**src/hdl/isa_pkg.sv**
```systemverilog
package isa_pkg;

    ////////////////////////////////////////////////////////////
    // datapath widths
    ////////////////////////////////////////////////////////////

    localparam int DATA_W = 32;
    localparam int FUNC_W = 6;

    ////////////////////////////////////////////////////////////
    // special-opcode func codes handled by the mul/div unit
    ////////////////////////////////////////////////////////////

    localparam logic [FUNC_W-1:0] FUNC_MULT = 6'b011000;
    localparam logic [FUNC_W-1:0] FUNC_DIV  = 6'b011010;

endpackage

```
**src/hdl/mdu_pkg.sv**
```systemverilog
package mdu_pkg;

    // double-length datapath for product and remainder/quotient
    localparam int PROD_W = 64;

    localparam int DIV_STEPS = 32;
    localparam int DIV_CNT_W = $clog2(DIV_STEPS + 1);

    // sequencer states
    typedef enum logic [1:0] {
        ST_READY = 2'b00,
        ST_WORK  = 2'b01,
        ST_DONE  = 2'b11
    } mdu_state_t;

endpackage

```
**src/hdl/muldiv_sequencer.sv**
```systemverilog
`timescale 1ns/10ps

module muldiv_sequencer (
    input  logic                       clk,
    input  logic                       rst,
    input  logic [isa_pkg::FUNC_W-1:0] func,
    input  logic                       reg_stall,
    input  logic                       mul_done,
    input  logic                       div_done,
    output logic                       start_mul,
    output logic                       start_div,
    output logic                       alu_stall
);
    import isa_pkg::*;
    import mdu_pkg::*;

    logic       is_mul;
    logic       is_div;
    logic       unit_op;
    mdu_state_t state;

    assign is_mul  = (func == FUNC_MULT);
    assign is_div  = (func == FUNC_DIV);
    assign unit_op = is_mul | is_div;

    // stall from the first cycle of the op until the result lands
    assign alu_stall = unit_op & (state != ST_DONE);

    assign start_mul = is_mul & (state == ST_READY);
    assign start_div = is_div & (state == ST_READY);

    always_ff @(posedge clk) begin
        if (rst) begin
            state <= ST_READY;
        end else begin
            unique case (state)
                ST_READY: begin
                    if (unit_op) begin
                        state <= ST_WORK;
                    end
                end
                ST_WORK: begin
                    if (mul_done | div_done) begin
                        state <= ST_DONE;
                    end
                end
                ST_DONE: begin
                    // hold while the rest of the pipe is stalled
                    if (!reg_stall) begin
                        state <= ST_READY;
                    end
                end
                default: state <= ST_READY;
            endcase
        end
    end

endmodule

```
**src/hdl/shift_add_multiplier.sv**
```systemverilog
`timescale 1ns/10ps

module shift_add_multiplier (
    input  logic                       clk,
    input  logic                       rst,
    input  logic                       start,
    input  logic                       sign,
    input  logic [isa_pkg::DATA_W-1:0] source_a,
    input  logic [isa_pkg::DATA_W-1:0] source_b,
    output logic                       done,
    output logic [isa_pkg::DATA_W-1:0] result_hi,
    output logic [isa_pkg::DATA_W-1:0] result_lo
);
    import isa_pkg::*;
    import mdu_pkg::*;

    logic              busy;
    logic [PROD_W-1:0] acc;
    logic [PROD_W-1:0] mcand;
    logic [PROD_W-1:0] mplier;

    // finished once no multiplier bits are left
    assign done      = busy & (mplier == '0);
    assign result_hi = acc[PROD_W-1:DATA_W];
    assign result_lo = acc[DATA_W-1:0];

    always_ff @(posedge clk) begin
        if (rst) begin
            busy <= 1'b0;
        end else if (start) begin
            busy <= 1'b1;
        end else if (done) begin
            busy <= 1'b0;
        end
    end

    always_ff @(posedge clk) begin
        if (start) begin
            acc <= '0;
            if (sign) begin
                mplier <= {{(PROD_W-DATA_W){source_a[DATA_W-1]}}, source_a};
                mcand  <= {{(PROD_W-DATA_W){source_b[DATA_W-1]}}, source_b};
            end else begin
                mplier <= {{(PROD_W-DATA_W){1'b0}}, source_a};
                mcand  <= {{(PROD_W-DATA_W){1'b0}}, source_b};
            end
        end else if (busy && mplier != '0) begin
            if (mplier[0]) begin
                acc <= acc + mcand;
            end
            mplier <= {1'b0, mplier[PROD_W-1:1]};
            mcand  <= {mcand[PROD_W-2:0], 1'b0};
        end
    end

endmodule

```
**src/hdl/restoring_divider.sv**
```systemverilog
`timescale 1ns/10ps

module restoring_divider (
    input  logic                       clk,
    input  logic                       rst,
    input  logic                       start,
    input  logic                       sign,
    input  logic [isa_pkg::DATA_W-1:0] source_a,
    input  logic [isa_pkg::DATA_W-1:0] source_b,
    output logic                       done,
    output logic [isa_pkg::DATA_W-1:0] result_hi,
    output logic [isa_pkg::DATA_W-1:0] result_lo
);
    import isa_pkg::*;
    import mdu_pkg::*;

    logic                 busy;
    logic [DIV_CNT_W-1:0] count;
    // upper half remainder, lower half dividend bits turning into quotient
    logic [PROD_W-1:0]    work;
    logic [DATA_W-1:0]    divisor;
    logic                 neg_a;
    logic                 neg_b;
    logic [DATA_W-1:0]    abs_a;
    logic [DATA_W-1:0]    abs_b;
    logic [DATA_W:0]      rem_shift;
    logic [DATA_W:0]      rem_diff;
    logic [DATA_W-1:0]    quot;
    logic [DATA_W-1:0]    rem;

    assign abs_a = (sign && source_a[DATA_W-1]) ? -source_a : source_a;
    assign abs_b = (sign && source_b[DATA_W-1]) ? -source_b : source_b;

    // 33 bits so a large remainder is not lost on the shift
    assign rem_shift = work[PROD_W-1:DATA_W-1];
    assign rem_diff  = rem_shift - {1'b0, divisor};

    ////////////////////////////////////////////////////////////
    // sign fix in the final cycle
    ////////////////////////////////////////////////////////////

    assign quot      = work[DATA_W-1:0];
    assign rem       = work[PROD_W-1:DATA_W];
    assign done      = busy & (count == '0);
    assign result_lo = (neg_a ^ neg_b) ? -quot : quot;
    assign result_hi = neg_a ? -rem : rem;

    always_ff @(posedge clk) begin
        if (rst) begin
            busy  <= 1'b0;
            count <= '0;
        end else if (start) begin
            busy  <= 1'b1;
            count <= DIV_CNT_W'(DIV_STEPS);
        end else if (done) begin
            busy <= 1'b0;
        end else if (busy) begin
            count <= count - 1'b1;
        end
    end

    always_ff @(posedge clk) begin
        if (start) begin
            work    <= {{(PROD_W-DATA_W){1'b0}}, abs_a};
            divisor <= abs_b;
            neg_a   <= sign & source_a[DATA_W-1];
            neg_b   <= sign & source_b[DATA_W-1];
        end else if (busy && count != '0) begin
            // no borrow means the divisor fits
            if (!rem_diff[DATA_W]) begin
                work <= {rem_diff[DATA_W-1:0], work[DATA_W-2:0], 1'b1};
            end else begin
                work <= {work[PROD_W-2:0], 1'b0};
            end
        end
    end

endmodule

```
**src/hdl/hilo_regs.sv**
```systemverilog
`timescale 1ns/10ps

module hilo_regs (
    input  logic                       clk,
    input  logic                       rst,
    input  logic                       hi_write,
    input  logic [isa_pkg::DATA_W-1:0] hi_write_data,
    input  logic                       lo_write,
    input  logic [isa_pkg::DATA_W-1:0] lo_write_data,
    input  logic                       mul_done,
    input  logic [isa_pkg::DATA_W-1:0] mul_hi,
    input  logic [isa_pkg::DATA_W-1:0] mul_lo,
    input  logic                       div_done,
    input  logic [isa_pkg::DATA_W-1:0] div_hi,
    input  logic [isa_pkg::DATA_W-1:0] div_lo,
    output logic [isa_pkg::DATA_W-1:0] hi,
    output logic [isa_pkg::DATA_W-1:0] lo
);

    // engine results win over mthi/mtlo
    always_ff @(posedge clk) begin
        if (rst) begin
            hi <= '0;
            lo <= '0;
        end else if (mul_done) begin
            hi <= mul_hi;
            lo <= mul_lo;
        end else if (div_done) begin
            hi <= div_hi;
            lo <= div_lo;
        end else begin
            if (hi_write) begin
                hi <= hi_write_data;
            end
            if (lo_write) begin
                lo <= lo_write_data;
            end
        end
    end

endmodule

```
**src/hdl/muldiv_unit.sv**
```systemverilog
`timescale 1ns/10ps

module muldiv_unit (
    input  logic                       clk,
    input  logic                       rst,
    input  logic                       reg_stall,
    output logic                       alu_stall,
    input  logic                       sign,
    input  logic [isa_pkg::FUNC_W-1:0] func,
    input  logic [isa_pkg::DATA_W-1:0] source_a,
    input  logic [isa_pkg::DATA_W-1:0] source_b,
    output logic [isa_pkg::DATA_W-1:0] hi,
    output logic [isa_pkg::DATA_W-1:0] lo,
    input  logic                       hi_write,
    input  logic                       lo_write,
    input  logic [isa_pkg::DATA_W-1:0] hi_write_data,
    input  logic [isa_pkg::DATA_W-1:0] lo_write_data
);
    import isa_pkg::*;

    logic              start_mul;
    logic              start_div;
    logic              mul_done;
    logic              div_done;
    logic [DATA_W-1:0] mul_hi;
    logic [DATA_W-1:0] mul_lo;
    logic [DATA_W-1:0] div_hi;
    logic [DATA_W-1:0] div_lo;

    muldiv_sequencer u_seq (
        .clk       (clk),
        .rst       (rst),
        .func      (func),
        .reg_stall (reg_stall),
        .mul_done  (mul_done),
        .div_done  (div_done),
        .start_mul (start_mul),
        .start_div (start_div),
        .alu_stall (alu_stall)
    );

    shift_add_multiplier u_mul (
        .clk       (clk),
        .rst       (rst),
        .start     (start_mul),
        .sign      (sign),
        .source_a  (source_a),
        .source_b  (source_b),
        .done      (mul_done),
        .result_hi (mul_hi),
        .result_lo (mul_lo)
    );

    restoring_divider u_div (
        .clk       (clk),
        .rst       (rst),
        .start     (start_div),
        .sign      (sign),
        .source_a  (source_a),
        .source_b  (source_b),
        .done      (div_done),
        .result_hi (div_hi),
        .result_lo (div_lo)
    );

    hilo_regs u_hilo (
        .clk           (clk),
        .rst           (rst),
        .hi_write      (hi_write),
        .hi_write_data (hi_write_data),
        .lo_write      (lo_write),
        .lo_write_data (lo_write_data),
        .mul_done      (mul_done),
        .mul_hi        (mul_hi),
        .mul_lo        (mul_lo),
        .div_done      (div_done),
        .div_hi        (div_hi),
        .div_lo        (div_lo),
        .hi            (hi),
        .lo            (lo)
    );

endmodule

```
**config.mk**
```make
export PLATFORM = sky130hd
export DESIGN_NAME = muldiv_unit
export DESIGN_NICKNAME = d
export VERILOG_FILES = /design/src/hdl/isa_pkg.sv /design/src/hdl/mdu_pkg.sv /design/src/hdl/muldiv_sequencer.sv /design/src/hdl/shift_add_multiplier.sv /design/src/hdl/restoring_divider.sv /design/src/hdl/hilo_regs.sv /design/src/hdl/muldiv_unit.sv
export SDC_FILE = /design/constraint.sdc
export NUM_CORES = 1
export LEC_CHECK = 0
export ABC_AREA = 1
export BUFFER_PORTS_ARGS = -buffer_cell sky130_fd_sc_hd__buf_2
export CAP_MARGIN = 0
export CORE_MARGIN = 2
export CORE_UTILIZATION = 65
export CTS_CLUSTER_SIZE = 28
export DETAILED_ROUTE_END_ITERATION = 12
export PLACE_DENSITY = 0.85
export SYNTH_ARGS = -nofsm -noshare
export SYNTH_HDL_FRONTEND = slang
export SYNTH_HIERARCHICAL = 1
export SYNTH_SLANG_ARGS = --single-unit
```
**constraint.sdc**
```tcl
create_clock -name clk -period 8.7 [get_ports clk]
set_clock_uncertainty 0.1 [all_clocks]
set_input_delay 0.87 -clock clk [delete_from_list [all_inputs] [get_ports clk]]
set_output_delay 0.87 -clock clk [all_outputs]
set_load 0.05 [all_outputs]
```
==> impl_metrics.env <==
export IMPL_wl_per_cell_um=16.36
export IMPL_final_cell_mix="sky130_fd_sc_hd__nand2_1, sky130_fd_sc_hd__inv_1, sky130_fd_sc_hd__nand3_1"
export IMPL_die_height_um=215.3
export IMPL_critPathRequiredTime_ns=8.81
export IMPL_worst_slew_pin_transition_ns=1.291
export IMPL_overall_die_width_um=215.3
export IMPL_numCtsBuffers=41
export IMPL_max_cap_viols=0
export IMPL_number_of_instances_in_the_synthesized_netlist=4580
export IMPL_final_hold_viol_count=0
export IMPL_timing_setup_critical_path_class="input port to flop"
export IMPL_crit_path_frequent_cell="sky130_fd_sc_hd__buf_4"
export IMPL_finalWeightedCongestion=1.026
export IMPL_async_reset_ff_frac=0
export IMPL_coreArea_mm2=0.04412
export IMPL_outcome="finished clean"
export IMPL_place_hpwl_mm=66.81
export IMPL_worst_path_largest_cell_delay_ns=0.91
export IMPL_firstDrtPassIters=7
export IMPL_ir_worst_vdd_v=0.0001813
export IMPL_report_final_slew_viol_count=0
export IMPL_yosysSeqAreaShare=0.3180
export IMPL_rrSetupSlack_ns=4.53
export IMPL_synthDominantCellAreaShare=0.2079
export IMPL_synth_seq_cells=364
export IMPL_clock_tree_root_cell="sky130_fd_sc_hd__clkbuf_16"
export IMPL_synthesis_nets=4822
export IMPL_io_pin_count=205
export IMPL_leakage_nw=16.96
export IMPL_htreeDepth=2
export IMPL_critical_path_startpoint_type="input port"
export IMPL_synth_largest_area_cell="sky130_fd_sc_hd__nand2_1"
export IMPL_post_cts_repair_setup_buffers=0
export IMPL_critPathArrivalTime_ns=4.39
export IMPL_worstPathMaxFanout=70
export IMPL_cts_num_sinks=364
export IMPL_floorplan_die_area_mm2=0.04635
export IMPL_synth_area_per_cell_um2=6.336
export IMPL_syn2layout_area_growth_pct=8.477
export IMPL_post_cts_resized_instances=0
export IMPL_reg2reg_to="u_mul/mplier[5]$_DFFE_PP_"
export IMPL_grt_start_max_net_pins=88
export IMPL_top_post_synthesis_cells_by_area="sky130_fd_sc_hd__nand2_1, sky130_fd_sc_hd__edfxtp_1, sky130_fd_sc_hd__inv_1"
export IMPL_layout_cells_most_common="sky130_fd_sc_hd__nand2_1"
export IMPL_vias=28490
export IMPL_holdBufCountCts=0
export IMPL_setup_viol=0
export IMPL_worst_hold_path_endpoint="u_div/count[0]$_SDFFE_PP0P_"
export IMPL_drt_total_wl_mm=87.29
export IMPL_cp_cell_sequence="buf_2 -> nor2_1 -> nand3_1 -> nor3_4 -> buf_4 -> clkinv_2 -> nand2_4 -> buf_4"
export IMPL_globalRouteOverflowTotal=0
export IMPL_antenna_left=0
export IMPL_netlist_area_mm2=0.02902
export IMPL_totalNegativeSetupSlack_ns=0
export IMPL_detail_route_iter0_violations=2955
export IMPL_min_period_over_period=0.4918
export IMPL_vias_per_cell=5.337
export IMPL_grt_pass1_vias=26320
export IMPL_floorplan_row_count=77
export IMPL_nets=4949
export IMPL_synth_enable_flop_cells=194
export IMPL_yosysWarningCount=6
export IMPL_tmin_final_ns=4.279
export IMPL_worstSetupEndpointType="flop"
export IMPL_grt_antenna_before_repair=6
export IMPL_worstHoldPathType="flop to flop"
export IMPL_grt_usage=0.3707
export IMPL_cpMaxStageDelayCell="sky130_fd_sc_hd__nand2_4"
export IMPL_clock_tree_buffer_depth=3
export IMPL_ff2ff_path_depth=7
export IMPL_layout_drive_gt1_share=0.1013
export IMPL_wire_length_of_the_first_global_routing_pass_mm=136.3
export IMPL_timing_hold_worst_start="u_div/count[0]$_SDFFE_PP0P_"
export IMPL_worst_path_dominant_cell_family="buffers and inverters"
export IMPL_synth_cell_type_count=50
export IMPL_max_clock_freq_mhz=233.7
export IMPL_min_path_cells=1
export IMPL_relSlewSlack=0.1382
export IMPL_crit_buf_inv=4
export IMPL_synth_top_flop_cell="sky130_fd_sc_hd__edfxtp_1"
export IMPL_power_density_mw_per_mm2=169.6
export IMPL_floorplan_initialDensity=0.6576
export IMPL_portBuffers=204
export IMPL_fin_hold_ws_ns=0.3578
export IMPL_clkSlewWorstSetupHoldPaths_ns=0.06
export IMPL_post_route_drc_count=0
export IMPL_cts_tree="yes"
export IMPL_rsz0062_at_grt="no"
export IMPL_worstSkewPairLatency_ns=0.59
export IMPL_reg2reg_from="u_seq/state[0]$_SDFFE_PP0P_"
cells in the mapped netlist, types with 48 or more instances:
library cell	number
sky130_fd_sc_hd__clkbuf_1	52
sky130_fd_sc_hd__a21oi_2	88
sky130_fd_sc_hd__dfxtp_1	170
sky130_fd_sc_hd__nand2_1	1607
sky130_fd_sc_hd__o21ai_0	147
sky130_fd_sc_hd__ha_1	100
sky130_fd_sc_hd__nand3_1	328
sky130_fd_sc_hd__xor2_1	92
sky130_fd_sc_hd__inv_1	923
sky130_fd_sc_hd__a21oi_1	141
sky130_fd_sc_hd__clkinv_1	50
sky130_fd_sc_hd__nor2_1	259
sky130_fd_sc_hd__edfxtp_1	194
sky130_fd_sc_hd__nand4_1	48
sky130_fd_sc_hd__xnor2_1	54
per-layer routing:
| layer | GRT usage | wire [µm] |
|---|---|---|
| met5 | 0 | 13 |
| met4 | 0.1814 | 4356 |
| met3 | 0.06950 | 8231 |
| met2 | 0.6080 | 39480 |
| met1 | 0.4706 | 35210 |
worst max-delay path by stage:
stage | endpoint | slack [ns] | cells past startpoint | startpoint
2_1_floorplan | u_mul/mcand[0]$_SDFFCE_PN0P_ | 3.48 | 8 | func[2]
4_1_cts | u_mul/mplier[2]$_DFFE_PP_ | 4.45 | 8 | func[2]
3_3_place_gp | u_mul/mplier[9]$_DFFE_PP_ | 3.92 | 8 | func[2]
5_1_grt | u_mul/mplier[2]$_DFFE_PP_ | 4.13 | 8 | func[2]
3_5_place_dp | u_mul/mplier[2]$_DFFE_PP_ | 3.86 | 8 | func[2]
6_report | u_mul/mplier[5]$_DFFE_PP_ | 4.42 | 8 | func[2]
state kept, by name, summed over array words and instances (netlist names):
name	count
u_mul/mplier	64
u_div/neg_a	1
u_div/divisor	32
u_mul/mcand	64
u_div/busy	1
u_div/count	6
u_hilo/lo	32
u_mul/busy	1
u_mul/acc	64
u_div/neg_b	1
u_div/work	64
u_seq/state	2
u_hilo/hi	32
report_power, final:
| group | internal [mW] | leakage [nW] | switching, mW | total [mW] |
|---|---|---|---|---|
| registers | 1.93 | 3.16 | 0.108 | 2.03 |
| clock network | 0.981 | 0.642 | 0.751 | 1.73 |
| logic | 0.521 | 13.2 | 1.05 | 1.57 |
area by class of cell:
class	instances	area, µm²
Fill cell	3924	12650
Antenna cell	5	12.51
Multi-Input combinational cell	3083	15290
Clock buffer	55	1130
Timing Repair Buffer	219	1134
Sequential cell	364	9229
Inverter	998	3747
Clock inverter	21	191.4
Tap cell	592	740.7
metrics by stage:
step           instances  total power, mW  utilization  cell area (µm²)  worst slack, ns
3_5_place_dp        5256            3.588       0.6832            30140            3.863
6_report            5337            5.338       0.7134            31480            4.421
4_1_cts             5332            5.319       0.7131            31470            4.451
2_1_floorplan       4580            3.163            -            29020            3.479
5_1_grt             5336            5.602       0.7133            31480            4.132
3_3_place_gp        5256            3.560       0.6832            30140            3.925
kinds of logic (layout without fill, tap and decap cells):
family,after synthesis,in the layout,share of synthesized area
simple gates,2375,2375,0.3400
buf+inv,1133,1293,0.1567
compound gates,459,459,0.09611
flops,364,364,0.3180
xor+xnor,147,147,0.04463
fa+ha+maj,102,102,0.04450
other cells,0,5,0
No activity file was read; power rests on OpenSTA's default activity.
